**src/verilog/rv_isa_pkg.sv**
```systemverilog
`default_nettype none

package rv_isa_pkg;

    localparam int xlen = 32;

    typedef logic [xlen-1:0] word_t;
    typedef logic [31:0]     addr_t;
    typedef logic [31:0]     inst_t;
    typedef logic [4:0]      reg_index_t;

    // major opcodes kept in this core
    typedef enum logic [6:0] {
        op_reg    = 7'b0110011,
        op_imm    = 7'b0010011,
        op_lui    = 7'b0110111,
        op_branch = 7'b1100011,
        op_jal    = 7'b1101111
    } opcode_e;

    // alu funct3
    localparam logic [2:0] f3_add  = 3'b000;
    localparam logic [2:0] f3_sll  = 3'b001;
    localparam logic [2:0] f3_slt  = 3'b010;
    localparam logic [2:0] f3_sltu = 3'b011;
    localparam logic [2:0] f3_xor  = 3'b100;
    localparam logic [2:0] f3_srl  = 3'b101;
    localparam logic [2:0] f3_or   = 3'b110;
    localparam logic [2:0] f3_and  = 3'b111;

    // branch funct3
    localparam logic [2:0] f3_beq = 3'b000;
    localparam logic [2:0] f3_bne = 3'b001;
    localparam logic [2:0] f3_blt = 3'b100;
    localparam logic [2:0] f3_bge = 3'b101;

    localparam addr_t pc_start   = 32'h0000_0000;
    localparam addr_t inst_bytes = 32'd4;

endpackage

`default_nettype wire

```
**src/verilog/rv_ctrl_pkg.sv**
```systemverilog
`default_nettype none

package rv_ctrl_pkg;

    // alu operation
    typedef enum logic [3:0] {
        alu_add,
        alu_sub,
        alu_and,
        alu_or,
        alu_xor,
        alu_slt,
        alu_sltu,
        alu_sll,
        alu_srl,
        alu_sra
    } alu_op_e;

    // br_always covers jal
    typedef enum logic [2:0] {
        br_none,
        br_eq,
        br_ne,
        br_lt,
        br_ge,
        br_always
    } branch_e;

    // source of the register write value
    typedef enum logic [1:0] {
        wb_alu,
        wb_imm,
        wb_link
    } wb_sel_e;

endpackage

`default_nettype wire

```
**src/verilog/rv_decode_if.sv**
```systemverilog
`timescale 1ns/1ps
`default_nettype none

interface rv_decode_if;

    logic                    valid;
    rv_isa_pkg::addr_t       pc;
    rv_isa_pkg::word_t       rs1_data;
    rv_isa_pkg::word_t       rs2_data;
    rv_isa_pkg::word_t       imm;
    logic                    use_imm;
    rv_ctrl_pkg::alu_op_e    alu_op;
    rv_ctrl_pkg::branch_e    branch;
    rv_isa_pkg::reg_index_t  rd;
    logic                    rd_we;
    rv_ctrl_pkg::wb_sel_e    wb_sel;

    modport decoder (
        output valid, pc, rs1_data, rs2_data, imm, use_imm,
        output alu_op, branch, rd, rd_we, wb_sel
    );

    // operands and branch control
    modport execute (
        input valid, pc, rs1_data, rs2_data, imm, use_imm, alu_op, branch
    );

    // result select and commit
    modport writeback (
        input valid, pc, imm, rd, rd_we, wb_sel
    );

endinterface

`default_nettype wire

```
**src/verilog/rv_fetch.sv**
```systemverilog
`timescale 1ns/1ps
`default_nettype none

module rv_fetch (
    input  logic               inst_selfdefine,
    input  logic               reset,
    input  logic               valid,
    input  logic               redirect,
    input  rv_isa_pkg::addr_t  target,
    output rv_isa_pkg::addr_t  pc
);

    rv_isa_pkg::addr_t next_pc;

    // taken branch or jal, else sequential
    always_comb begin
        if (redirect) begin
            next_pc = target;
        end else begin
            next_pc = pc + rv_isa_pkg::inst_bytes;
        end
    end

    // pc holds while no instruction is presented
    always_ff @(posedge inst_selfdefine) begin
        if (reset) begin
            pc <= rv_isa_pkg::pc_start;
        end else if (valid) begin
            pc <= next_pc;
        end
    end

endmodule

`default_nettype wire

```
**src/verilog/rv_decode.sv**
```systemverilog
`timescale 1ns/1ps
`default_nettype none

module rv_decode (
    input  rv_isa_pkg::inst_t       inst,
    input  logic                    inst_valid,
    input  rv_isa_pkg::addr_t       pc,
    output rv_isa_pkg::reg_index_t  rs1_index,
    output rv_isa_pkg::reg_index_t  rs2_index,
    input  rv_isa_pkg::word_t       rs1_data,
    input  rv_isa_pkg::word_t       rs2_data,
    rv_decode_if.decoder            dec
);

    rv_isa_pkg::opcode_e  opcode;
    logic [2:0]           funct3;
    logic                 alt_funct;
    rv_isa_pkg::word_t    imm_i;
    rv_isa_pkg::word_t    imm_b;
    rv_isa_pkg::word_t    imm_j;
    rv_isa_pkg::word_t    imm_u;

    // funct3 to alu op, alt bit selects sub / sra
    function automatic rv_ctrl_pkg::alu_op_e alu_map(
        input logic [2:0] f3,
        input logic       alt,
        input logic       is_reg
    );
        rv_ctrl_pkg::alu_op_e op;
        case (f3)
            rv_isa_pkg::f3_add:  op = (alt && is_reg) ? rv_ctrl_pkg::alu_sub
                                                      : rv_ctrl_pkg::alu_add;
            rv_isa_pkg::f3_sll:  op = rv_ctrl_pkg::alu_sll;
            rv_isa_pkg::f3_slt:  op = rv_ctrl_pkg::alu_slt;
            rv_isa_pkg::f3_sltu: op = rv_ctrl_pkg::alu_sltu;
            rv_isa_pkg::f3_xor:  op = rv_ctrl_pkg::alu_xor;
            rv_isa_pkg::f3_srl:  op = alt ? rv_ctrl_pkg::alu_sra : rv_ctrl_pkg::alu_srl;
            rv_isa_pkg::f3_or:   op = rv_ctrl_pkg::alu_or;
            default:             op = rv_ctrl_pkg::alu_and;
        endcase
        return op;
    endfunction

    assign opcode    = rv_isa_pkg::opcode_e'(inst[6:0]);
    assign funct3    = inst[14:12];
    assign alt_funct = inst[30];
    assign rs1_index = inst[19:15];
    assign rs2_index = inst[24:20];

    // immediates, all sign extended from bit 31
    assign imm_i = {{20{inst[31]}}, inst[31:20]};
    assign imm_b = {{19{inst[31]}}, inst[31], inst[7], inst[30:25], inst[11:8], 1'b0};
    assign imm_j = {{11{inst[31]}}, inst[31], inst[19:12], inst[20], inst[30:21], 1'b0};
    assign imm_u = {inst[31:12], 12'b0};

    assign dec.valid    = inst_valid;
    assign dec.pc       = pc;
    assign dec.rs1_data = rs1_data;
    assign dec.rs2_data = rs2_data;
    assign dec.rd       = inst[11:7];

    always_comb begin
        dec.imm     = imm_i;
        dec.use_imm = 1'b0;
        dec.alu_op  = rv_ctrl_pkg::alu_add;
        dec.branch  = rv_ctrl_pkg::br_none;
        dec.rd_we   = 1'b0;
        dec.wb_sel  = rv_ctrl_pkg::wb_alu;
        case (opcode)
            rv_isa_pkg::op_reg: begin
                dec.rd_we  = 1'b1;
                dec.alu_op = alu_map(funct3, alt_funct, 1'b1);
            end
            rv_isa_pkg::op_imm: begin
                dec.rd_we   = 1'b1;
                dec.use_imm = 1'b1;
                dec.alu_op  = alu_map(funct3, alt_funct, 1'b0);
            end
            rv_isa_pkg::op_lui: begin
                dec.rd_we  = 1'b1;
                dec.imm    = imm_u;
                dec.wb_sel = rv_ctrl_pkg::wb_imm;
            end
            rv_isa_pkg::op_branch: begin
                dec.imm = imm_b;
                case (funct3)
                    rv_isa_pkg::f3_beq: dec.branch = rv_ctrl_pkg::br_eq;
                    rv_isa_pkg::f3_bne: dec.branch = rv_ctrl_pkg::br_ne;
                    rv_isa_pkg::f3_blt: dec.branch = rv_ctrl_pkg::br_lt;
                    rv_isa_pkg::f3_bge: dec.branch = rv_ctrl_pkg::br_ge;
                    default:            dec.branch = rv_ctrl_pkg::br_none;
                endcase
            end
            rv_isa_pkg::op_jal: begin
                dec.rd_we  = 1'b1;
                dec.imm    = imm_j;
                dec.branch = rv_ctrl_pkg::br_always;
                dec.wb_sel = rv_ctrl_pkg::wb_link;
            end
            // unknown opcode just steps the pc
            default: ;
        endcase
    end

endmodule

`default_nettype wire

```
**src/verilog/rv_regfile.sv**
```systemverilog
`timescale 1ns/1ps
`default_nettype none

module rv_regfile (
    input  logic                    inst_selfdefine,
    input  logic                    reset,
    input  rv_isa_pkg::reg_index_t  rs1_index,
    input  rv_isa_pkg::reg_index_t  rs2_index,
    output rv_isa_pkg::word_t       rs1_data,
    output rv_isa_pkg::word_t       rs2_data,
    input  logic                    we,
    input  rv_isa_pkg::reg_index_t  rd,
    input  rv_isa_pkg::word_t       rd_data
);

    rv_isa_pkg::word_t regs [0:31];

    always_ff @(posedge inst_selfdefine) begin
        if (reset) begin
            for (int i = 0; i < 32; i++) begin
                regs[i] <= '0;
            end
        end else if (we && (rd != 5'd0)) begin
            regs[rd] <= rd_data;
        end
    end

    // x0 is hardwired
    assign rs1_data = (rs1_index == 5'd0) ? '0 : regs[rs1_index];
    assign rs2_data = (rs2_index == 5'd0) ? '0 : regs[rs2_index];

endmodule

`default_nettype wire

```
**src/verilog/rv_execute.sv**
```systemverilog
`timescale 1ns/1ps
`default_nettype none

module rv_execute (
    rv_decode_if.execute        dec,
    output rv_isa_pkg::word_t   alu_result,
    output logic                redirect,
    output rv_isa_pkg::addr_t   target
);

    rv_isa_pkg::word_t  op_a;
    rv_isa_pkg::word_t  op_b;
    logic [4:0]         shamt;
    logic               rs_eq;
    logic               rs_lt;
    logic               taken;

    assign op_a  = dec.rs1_data;
    assign op_b  = dec.use_imm ? dec.imm : dec.rs2_data;
    assign shamt = op_b[4:0];

    always_comb begin
        case (dec.alu_op)
            rv_ctrl_pkg::alu_add:  alu_result = op_a + op_b;
            rv_ctrl_pkg::alu_sub:  alu_result = op_a - op_b;
            rv_ctrl_pkg::alu_and:  alu_result = op_a & op_b;
            rv_ctrl_pkg::alu_or:   alu_result = op_a | op_b;
            rv_ctrl_pkg::alu_xor:  alu_result = op_a ^ op_b;
            rv_ctrl_pkg::alu_slt:  alu_result = {31'b0, $signed(op_a) < $signed(op_b)};
            rv_ctrl_pkg::alu_sltu: alu_result = {31'b0, op_a < op_b};
            rv_ctrl_pkg::alu_sll:  alu_result = op_a << shamt;
            rv_ctrl_pkg::alu_srl:  alu_result = op_a >> shamt;
            rv_ctrl_pkg::alu_sra:  alu_result = rv_isa_pkg::word_t'($signed(op_a) >>> shamt);
            default:               alu_result = op_a + op_b;
        endcase
    end

    // branch compare always uses rs2, never the immediate
    assign rs_eq = (dec.rs1_data == dec.rs2_data);
    assign rs_lt = ($signed(dec.rs1_data) < $signed(dec.rs2_data));

    always_comb begin
        case (dec.branch)
            rv_ctrl_pkg::br_eq:     taken = rs_eq;
            rv_ctrl_pkg::br_ne:     taken = !rs_eq;
            rv_ctrl_pkg::br_lt:     taken = rs_lt;
            rv_ctrl_pkg::br_ge:     taken = !rs_lt;
            rv_ctrl_pkg::br_always: taken = 1'b1;
            default:                taken = 1'b0;
        endcase
    end

    assign redirect = dec.valid && taken;
    assign target   = dec.pc + dec.imm;

endmodule

`default_nettype wire

```
**src/verilog/rv_writeback.sv**
```systemverilog
`timescale 1ns/1ps
`default_nettype none

module rv_writeback (
    input  logic                    inst_selfdefine,
    input  logic                    reset,
    rv_decode_if.writeback          dec,
    input  rv_isa_pkg::word_t       alu_result,
    output logic                    rf_we,
    output rv_isa_pkg::reg_index_t  rf_rd,
    output rv_isa_pkg::word_t       rf_data,
    output logic                    commit_valid,
    output rv_isa_pkg::addr_t       commit_pc,
    output logic                    commit_we,
    output rv_isa_pkg::reg_index_t  commit_rd,
    output rv_isa_pkg::word_t       commit_data
);

    always_comb begin
        case (dec.wb_sel)
            rv_ctrl_pkg::wb_imm:  rf_data = dec.imm;
            rv_ctrl_pkg::wb_link: rf_data = dec.pc + rv_isa_pkg::inst_bytes;
            default:              rf_data = alu_result;
        endcase
    end

    assign rf_we = dec.valid && dec.rd_we;
    assign rf_rd = dec.rd;

    // commit report, one cycle behind the write
    always_ff @(posedge inst_selfdefine) begin
        if (reset) begin
            commit_valid <= 1'b0;
            commit_we    <= 1'b0;
        end else begin
            commit_valid <= dec.valid;
            if (dec.valid) begin
                commit_we <= dec.rd_we;
            end
        end
    end

    always_ff @(posedge inst_selfdefine) begin
        if (dec.valid) begin
            commit_pc   <= dec.pc;
            commit_rd   <= dec.rd;
            commit_data <= rf_data;
        end
    end

endmodule

`default_nettype wire

```
**src/verilog/rv_core.sv**
```systemverilog
`timescale 1ns/1ps
`default_nettype none

module rv_core (
    input  logic                    inst_selfdefine,
    input  logic                    reset,
    input  rv_isa_pkg::inst_t       inst,
    input  logic                    inst_valid,
    output rv_isa_pkg::addr_t       pc,
    output logic                    commit_valid,
    output rv_isa_pkg::addr_t       commit_pc,
    output logic                    commit_we,
    output rv_isa_pkg::reg_index_t  commit_rd,
    output rv_isa_pkg::word_t       commit_data
);

    rv_isa_pkg::reg_index_t  rs1_index;
    rv_isa_pkg::reg_index_t  rs2_index;
    rv_isa_pkg::word_t       rs1_data;
    rv_isa_pkg::word_t       rs2_data;
    logic                    redirect;
    rv_isa_pkg::addr_t       target;
    rv_isa_pkg::word_t       alu_result;
    logic                    rf_we;
    rv_isa_pkg::reg_index_t  rf_rd;
    rv_isa_pkg::word_t       rf_data;

    // decoded instruction bundle
    rv_decode_if dec_bus ();

    rv_fetch u_rv_fetch (
        .inst_selfdefine( inst_selfdefine ),
        .reset( reset ),
        .valid( inst_valid ),
        .redirect( redirect ),
        .target( target ),
        .pc( pc )
    );

    rv_decode u_rv_decode (
        .inst( inst ),
        .inst_valid( inst_valid ),
        .pc( pc ),
        .rs1_index( rs1_index ),
        .rs2_index( rs2_index ),
        .rs1_data( rs1_data ),
        .rs2_data( rs2_data ),
        .dec( dec_bus.decoder )
    );

    rv_regfile u_rv_regfile (
        .inst_selfdefine( inst_selfdefine ),
        .reset( reset ),
        .rs1_index( rs1_index ),
        .rs2_index( rs2_index ),
        .rs1_data( rs1_data ),
        .rs2_data( rs2_data ),
        .we( rf_we ),
        .rd( rf_rd ),
        .rd_data( rf_data )
    );

    rv_execute u_rv_execute (
        .dec( dec_bus.execute ),
        .alu_result( alu_result ),
        .redirect( redirect ),
        .target( target )
    );

    rv_writeback u_rv_writeback (
        .inst_selfdefine( inst_selfdefine ),
        .reset( reset ),
        .dec( dec_bus.writeback ),
        .alu_result( alu_result ),
        .rf_we( rf_we ),
        .rf_rd( rf_rd ),
        .rf_data( rf_data ),
        .commit_valid( commit_valid ),
        .commit_pc( commit_pc ),
        .commit_we( commit_we ),
        .commit_rd( commit_rd ),
        .commit_data( commit_data )
    );

endmodule

`default_nettype wire

```
**config.mk**
```make
export PLATFORM = sky130hd
export DESIGN_NAME = rv_core
export DESIGN_NICKNAME = d
export VERILOG_FILES = /design/src/verilog/rv_isa_pkg.sv /design/src/verilog/rv_ctrl_pkg.sv /design/src/verilog/rv_decode_if.sv /design/src/verilog/rv_fetch.sv /design/src/verilog/rv_decode.sv /design/src/verilog/rv_regfile.sv /design/src/verilog/rv_execute.sv /design/src/verilog/rv_writeback.sv /design/src/verilog/rv_core.sv
export SDC_FILE = /design/constraint.sdc
export NUM_CORES = 2
export LEC_CHECK = 0
export ABC_AREA = 1
export ABC_CLOCK_PERIOD_IN_PS = 9800
export BUFFER_PORTS_ARGS = -buffer_cell sky130_fd_sc_hd__buf_2
export CAP_MARGIN = 5
export CORE_ASPECT_RATIO = 1.75
export CORE_MARGIN = 2
export CORE_UTILIZATION = 45
export CTS_CLUSTER_DIAMETER = 200
export DETAILED_ROUTE_END_ITERATION = 6
export PLACE_DENSITY_LB_ADDON = 0.1
export SLEW_MARGIN = 30
export SYNTH_ARGS = -nofsm -noshare
export SYNTH_HDL_FRONTEND = slang
export SYNTH_SLANG_ARGS = --single-unit
```
**constraint.sdc**
```tcl
create_clock -name inst_selfdefine -period 9.8 [get_ports inst_selfdefine]
set_clock_uncertainty 0.15 [all_clocks]
set_input_delay 0.98 -clock inst_selfdefine [delete_from_list [all_inputs] [get_ports inst_selfdefine]]
set_output_delay 0.98 -clock inst_selfdefine [all_outputs]
set_load 0.05 [all_outputs]
```
## Word-level counts from Yosys, hierarchy flattened

Memories as Yosys holds them, arrays and structs flattened.
Index checks and enable logic that the tools add are counted.

- Flip-flop bits (word level): 103
- Bits in latches: 0
- Bits in writable memories: 1,024
- ROM bits: 0
- Output and inout bits: 103
- Word-level logic and storage cells: 85
- Memories: 1

- Add/subtract/negate cells: 4
- Multiply operators: 0
- Divide/modulo/power cells: 0
- $lt $le $gt $ge: 3
- Eq/ne operators: 28
- Shift-type cells: 3
- Muxes and demuxes: 26
- Bitwise logic cells: 3
- Reductions and logical operators: 11

Memories:

| memory | words | bits a word | read ports | clocked after memory_dff | write ports | line | text |
|---|---|---|---|---|---|---|---|
| u_rv_regfile.regs | 32 | 32 | 2 | 0 | 32 | rv_regfile.sv:16 | `rv_isa_pkg::word_t regs [0:31];` |

Operators by type and width:

| operator | count |
|---|---|
| $pmux 32 s9 | 1 |
| $mux 32 | 5 |
| $lt 32x32->1 | 3 |
| $pmux 31 s3 | 1 |
| $add 32x32->32 | 2 |
| $pmux 32 s2 | 1 |
| $pmux 4 s7 | 2 |
| $add 32x3->32 const B | 1 |
| $and 32x32->32 | 1 |
| $eq 32x32->1 | 1 |
| $or 32x32->32 | 1 |
| $reduce_or 32->1 | 1 |
| $shl 32x5->32 | 1 |
| $shr 32x5->32 | 1 |
| $sshr 32x5->32 | 1 |
| $sub 32x32->32 | 1 |
| $xor 32x32->32 | 1 |
| $eq 4x3->1 const B | 4 |
| $eq 3x3->1 const B | 5 |
| $eq 7x6->1 const B | 2 |
| $eq 7x7->1 const B | 2 |
| $eq 3x2->1 const B | 4 |
| $pmux 3 s4 | 1 |
| $logic_not 5->1 | 2 |
| 18 further kinds | 33 |

## Logic depth before layout (Yosys ltp)

- Depth in word-level cells: 10
- Depth in mapped cells: 39
- Depth with buffers taken out: 33

## Cells and area by module

A second synthesis with hierarchy kept.

- Cell total of the unflattened synthesis: 10,741
- Area total of the unflattened synthesis: 76,693.6 um^2

By module, submodules not included:

| module | instances | cells an instance | area each (um^2) | seq. area each (um^2) |
|---|---|---|---|---|
| rv_regfile | 1 | 7,252 | 56,525.5 | 30,749.5 |
| rv_execute | 1 | 2,444 | 12,703.4 | 0.0 |
| rv_writeback | 1 | 409 | 3,733.6 | 2,112.0 |
| rv_fetch | 1 | 387 | 2,249.7 | 640.6 |
| rv_decode | 1 | 249 | 1,481.4 | 0.0 |

## Worst setup path after synthesis

Ideal clock, no wire load.

- Path kind: input-to-reg
- From: input port inst[20]
- To: memory u_rv_regfile.regs[10][25] in the netlist's numbering, data pin
- Setup time: 0.266 ns
- Data arrival time: 5.297 ns
- Data required time: 9.384 ns
- Path slack: 4.087 ns
- Stages: 33
- Buffers on the path: 9
- Path through: buf_6 inv_4 buf_4 buf_4 buf_2 buf_2 buf_2 clkbuf_1 o21ai_0 a2bb2oi_1 a21oi_1 o21ai_0 nand3_1 nand3_1 o21ai_0 ha_1 clkbuf_1 inv_1 a21oi_1 o21a_1 o21ai_0 nand2_1 nand3_1 nand4_1 o211ai_1 or2_2 nand3_1 nand2_1 a21oi_1 nand3_1 o21ai_2 buf_4 nor2_1

RTL lines:

| element | line | text |
|---|---|---|
| from (decl) | rv_core.sv:7 | `input rv_isa_pkg::inst_t inst,` |
| to (decl) | rv_regfile.sv:16 |  |

==> summary.txt <==
Site Rows = 194
Final Setup Violations = 0
Largest net degree at the start of global routing = 209
Hold EP = u_rv_writeback.commit_valid$_SDFF_PP0_
Crit Reg-Reg Endpoint = u_rv_regfile.regs[29][7]$_SDFFCE_PN0P_
Leakage = 30.2 nW
Yosys warns = 0
Clk sinks = 1127
Worst slew pin tran = 1.17 ns
Sum Neg Setup Slack = 0 ns
Die Height = 535 µm
Highest Clock Rate = 0.116 GHz
Vias in the first global route = 70617
Synth Area per Inst = 7.96 µm²
Post-route total power = 14.2 mW
Die X = 307 µm
Sequential-to-total area share from yosys stat = 46.3%
Period utilisation layout = 87.8%
Max Cap Violations = 0
Peak supply drop = 0.142 mV
DP Area = 74400 µm²
Area delta synth->final = 7.74%
Post-cts resize count = 0
All-Layer GR Usage = 42.7%
Nets = 9029
Critical Path Most Common Cell = a21oi_1
Yosys top cell area share = 45.3%
Largest cells by area after synthesis = edfxtp_1, nor2_1, o21ai_0
Initial DRT Pass Iterations = 7
Critical path cell sequence = buf_8 > inv_8 > nand3_2 > buf_12 > nand3_1 > inv_1 > ha_1 > inv_1 > nor3_1 > a21oi_1 > o21ai_1 > a21o_1 > o2111ai_2 > a21oi_1 > nand3_1 > nand2_1 > buf_4 > a21oi_1
Ports = 138
Unrepaired setup endpoints after global routing = false
Fraction of layout cells with a size suffix above 1 = 7.98%
Starting Density = 45.3%
CTS tree = done
Hold Vio Cnt, Final = 0
Slew HR = 21.4%
Num CTS Buffers = 110
Hold Path Origin = reset
HP Class = in2reg
R2R Path Start = u_rv_regfile.regs[16][5]$_SDFFCE_PN0P_
IO buf count = 137
CP required = 10.10 ns
Final min period = 8.60 ns
Setup CP Type = in2reg
Die Footprint = 164000 µm²
Avg Vias per Cell = 6.69
WL/cell = 32.7 µm
Status = finished clean
Hpwl dp = 229 mm
Initial antenna violation count = 12
Largest fanout on the critical path = 98
Ys async rst share = 0%
Reg2reg path depth = 20
Post-synthesis register bit count = 1127
Worst reg-to-reg setup slack = 2.47 ns
Grt total ovfl = 0
Post-synth EDFFs = 1093
Area leader, netlist = edfxtp_1
Post-Route WL = 360 mm
Yosys cell types = 70
Cells after Synth = 9089
Post-route cell area = 78000 µm²
Max incr delay on CP = 0.99 ns
Data arrival time of the critical path = 8.90 ns
Worst setup startpoint = inst[15]
Hold Buf Count CTS = 0
Most frequent cell after synthesis = nor2_1
Fin Hold WS = 0.327 ns
DR DRC count = 0
Clock Tree Buf Depth = 3
Clock slew at reported path FFs = 0.06 ns
Clock root buffer master = clkbuf_16
Final Slew Violations = 0
Hold path cells = 2
Routability cong. = 1.08
First-pass GRT wire length = 503 mm
Cell Area, Synth = 72400 µm²
Most used DFF post-synth = edfxtp_1
Top cells by count, synth = nor2_1, nand2_1, o21ai_0
CP max-delay cell = a21oi_1
Post-DRT Antenna Nets = 0
Post-CTS setup buffers = 0
Total power divided by cell area = 182 nW/µm²
Vias = 73564
Crit. End Element = flip-flop
Initial DRC Count = 9581
Element type at the critical path start = input pin
Placeable core area = 160000 µm²
CTS H-tree depth = 3
Worst skew pair latency = 0.76 ns
==> area by class of cell <==
| class | instances | area (µm²) |
|---|---|---|
| antenna | 18 | 45.0 |
| clock buffer | 134 | 2860 |
| clock inverter | 66 | 618 |
| fill | 15527 | 81700 |
| inverter | 480 | 1850 |
| multi-input combinational | 6725 | 33700 |
| sequential | 1127 | 33500 |
| tap | 2058 | 2570 |
| timing repair buffer | 383 | 2880 |
==> per-stage QoR <==
| stage | setup slack (ns) | instances | util (%) |
|---|---|---|---|
| finish | 1.20 | 10991 | 48.8 |
| global route | 1.59 | 10984 | 48.8 |
| CTS | 2.09 | 10972 | 48.8 |
| detailed placement | 1.33 | 10772 | 46.6 |
| global placement | 1.05 | 10772 | 46.6 |
| floorplan | 4.09 | 9120 | - |
==> critical path, delay by kind of cell <==
| kind | cells | cell delay [ns] |
|---|---|---|
| adder cells (fa/ha/maj) | 1 | 0.51 |
| AO/OA/AOI/OAI | 6 | 2.11 |
| AND/OR/NAND/NOR | 5 | 2.97 |
| buffers and inverters | 6 | 2.10 |
==> layer usage <==
metal / wire length [µm] / global-route usage, % / part of all wire, %
met4: 39100 / 39.2 / 11
met2: 167000 / 69.4 / 46
met3: 39500 / 10.6 / 11
met1: 114000 / 45.6 / 32
met5: 61 / 0 / 0.017
==> cell families after synthesis <==
| logic type | share of synthesized area [%] |
|---|---|
| AND/OR/NAND/NOR | 22.5 |
| XOR/XNOR | 0.859 |
| other | 0.00518 |
| AO/OA/AOI/OAI | 19.6 |
| flip-flops | 46.3 |
| buffers and inverters | 7.68 |
| multiplexers | 0.124 |
| adder cells (fa/ha/maj) | 2.92 |
==> layout by cell type (no fill, tap or decap), drive strengths merged, types with 53 or more instances in the layout <==
master / count
nand3: 843
inv: 472
o211ai: 223
a21oi: 877
clkbuf: 135
ha: 164
buf: 382
nor2: 1648
edfxtp: 1093
o22ai: 53
nand2: 1284
o21ai: 1126
xor2: 56
o221ai: 155
clkinv: 61
==> how the worst max path moves through the flow <==
stage,endpoint,slack [ns],depth (start not counted)
after floorplan,u_rv_regfile.regs[10][25]$_SDFFCE_PN0P_,4.09,33
after global placement,u_rv_regfile.regs[24][7]$_SDFFCE_PN0P_,1.05,18
after detailed placement,u_rv_regfile.regs[29][7]$_SDFFCE_PN0P_,1.33,18
after CTS,u_rv_regfile.regs[29][7]$_SDFFCE_PN0P_,2.09,18
after global routing,u_rv_regfile.regs[17][7]$_SDFFCE_PN0P_,1.59,22
final,u_rv_regfile.regs[29][7]$_SDFFCE_PN0P_,1.20,18
==> power by group <==
part / internal [mW] / leakage [nW] / switching (mW)
Sequential: 5.50 / 11.6 / 0.114
Combinational: 0.887 / 17.0 / 3.33
Clock: 2.36 / 1.70 / 1.97
Total: 8.74 / 30.2 / 5.41
==> sequential cells by signal (all words and copies together) (netlist names) <==
signal / count
u_rv_regfile.regs: 1024
u_rv_fetch.pc: 32
u_rv_writeback.commit_data: 32
u_rv_writeback.commit_pc: 32
u_rv_writeback.commit_rd: 5
u_rv_writeback.commit_valid: 1
u_rv_writeback.commit_we: 1
Power figures use the tool's default switching activity.
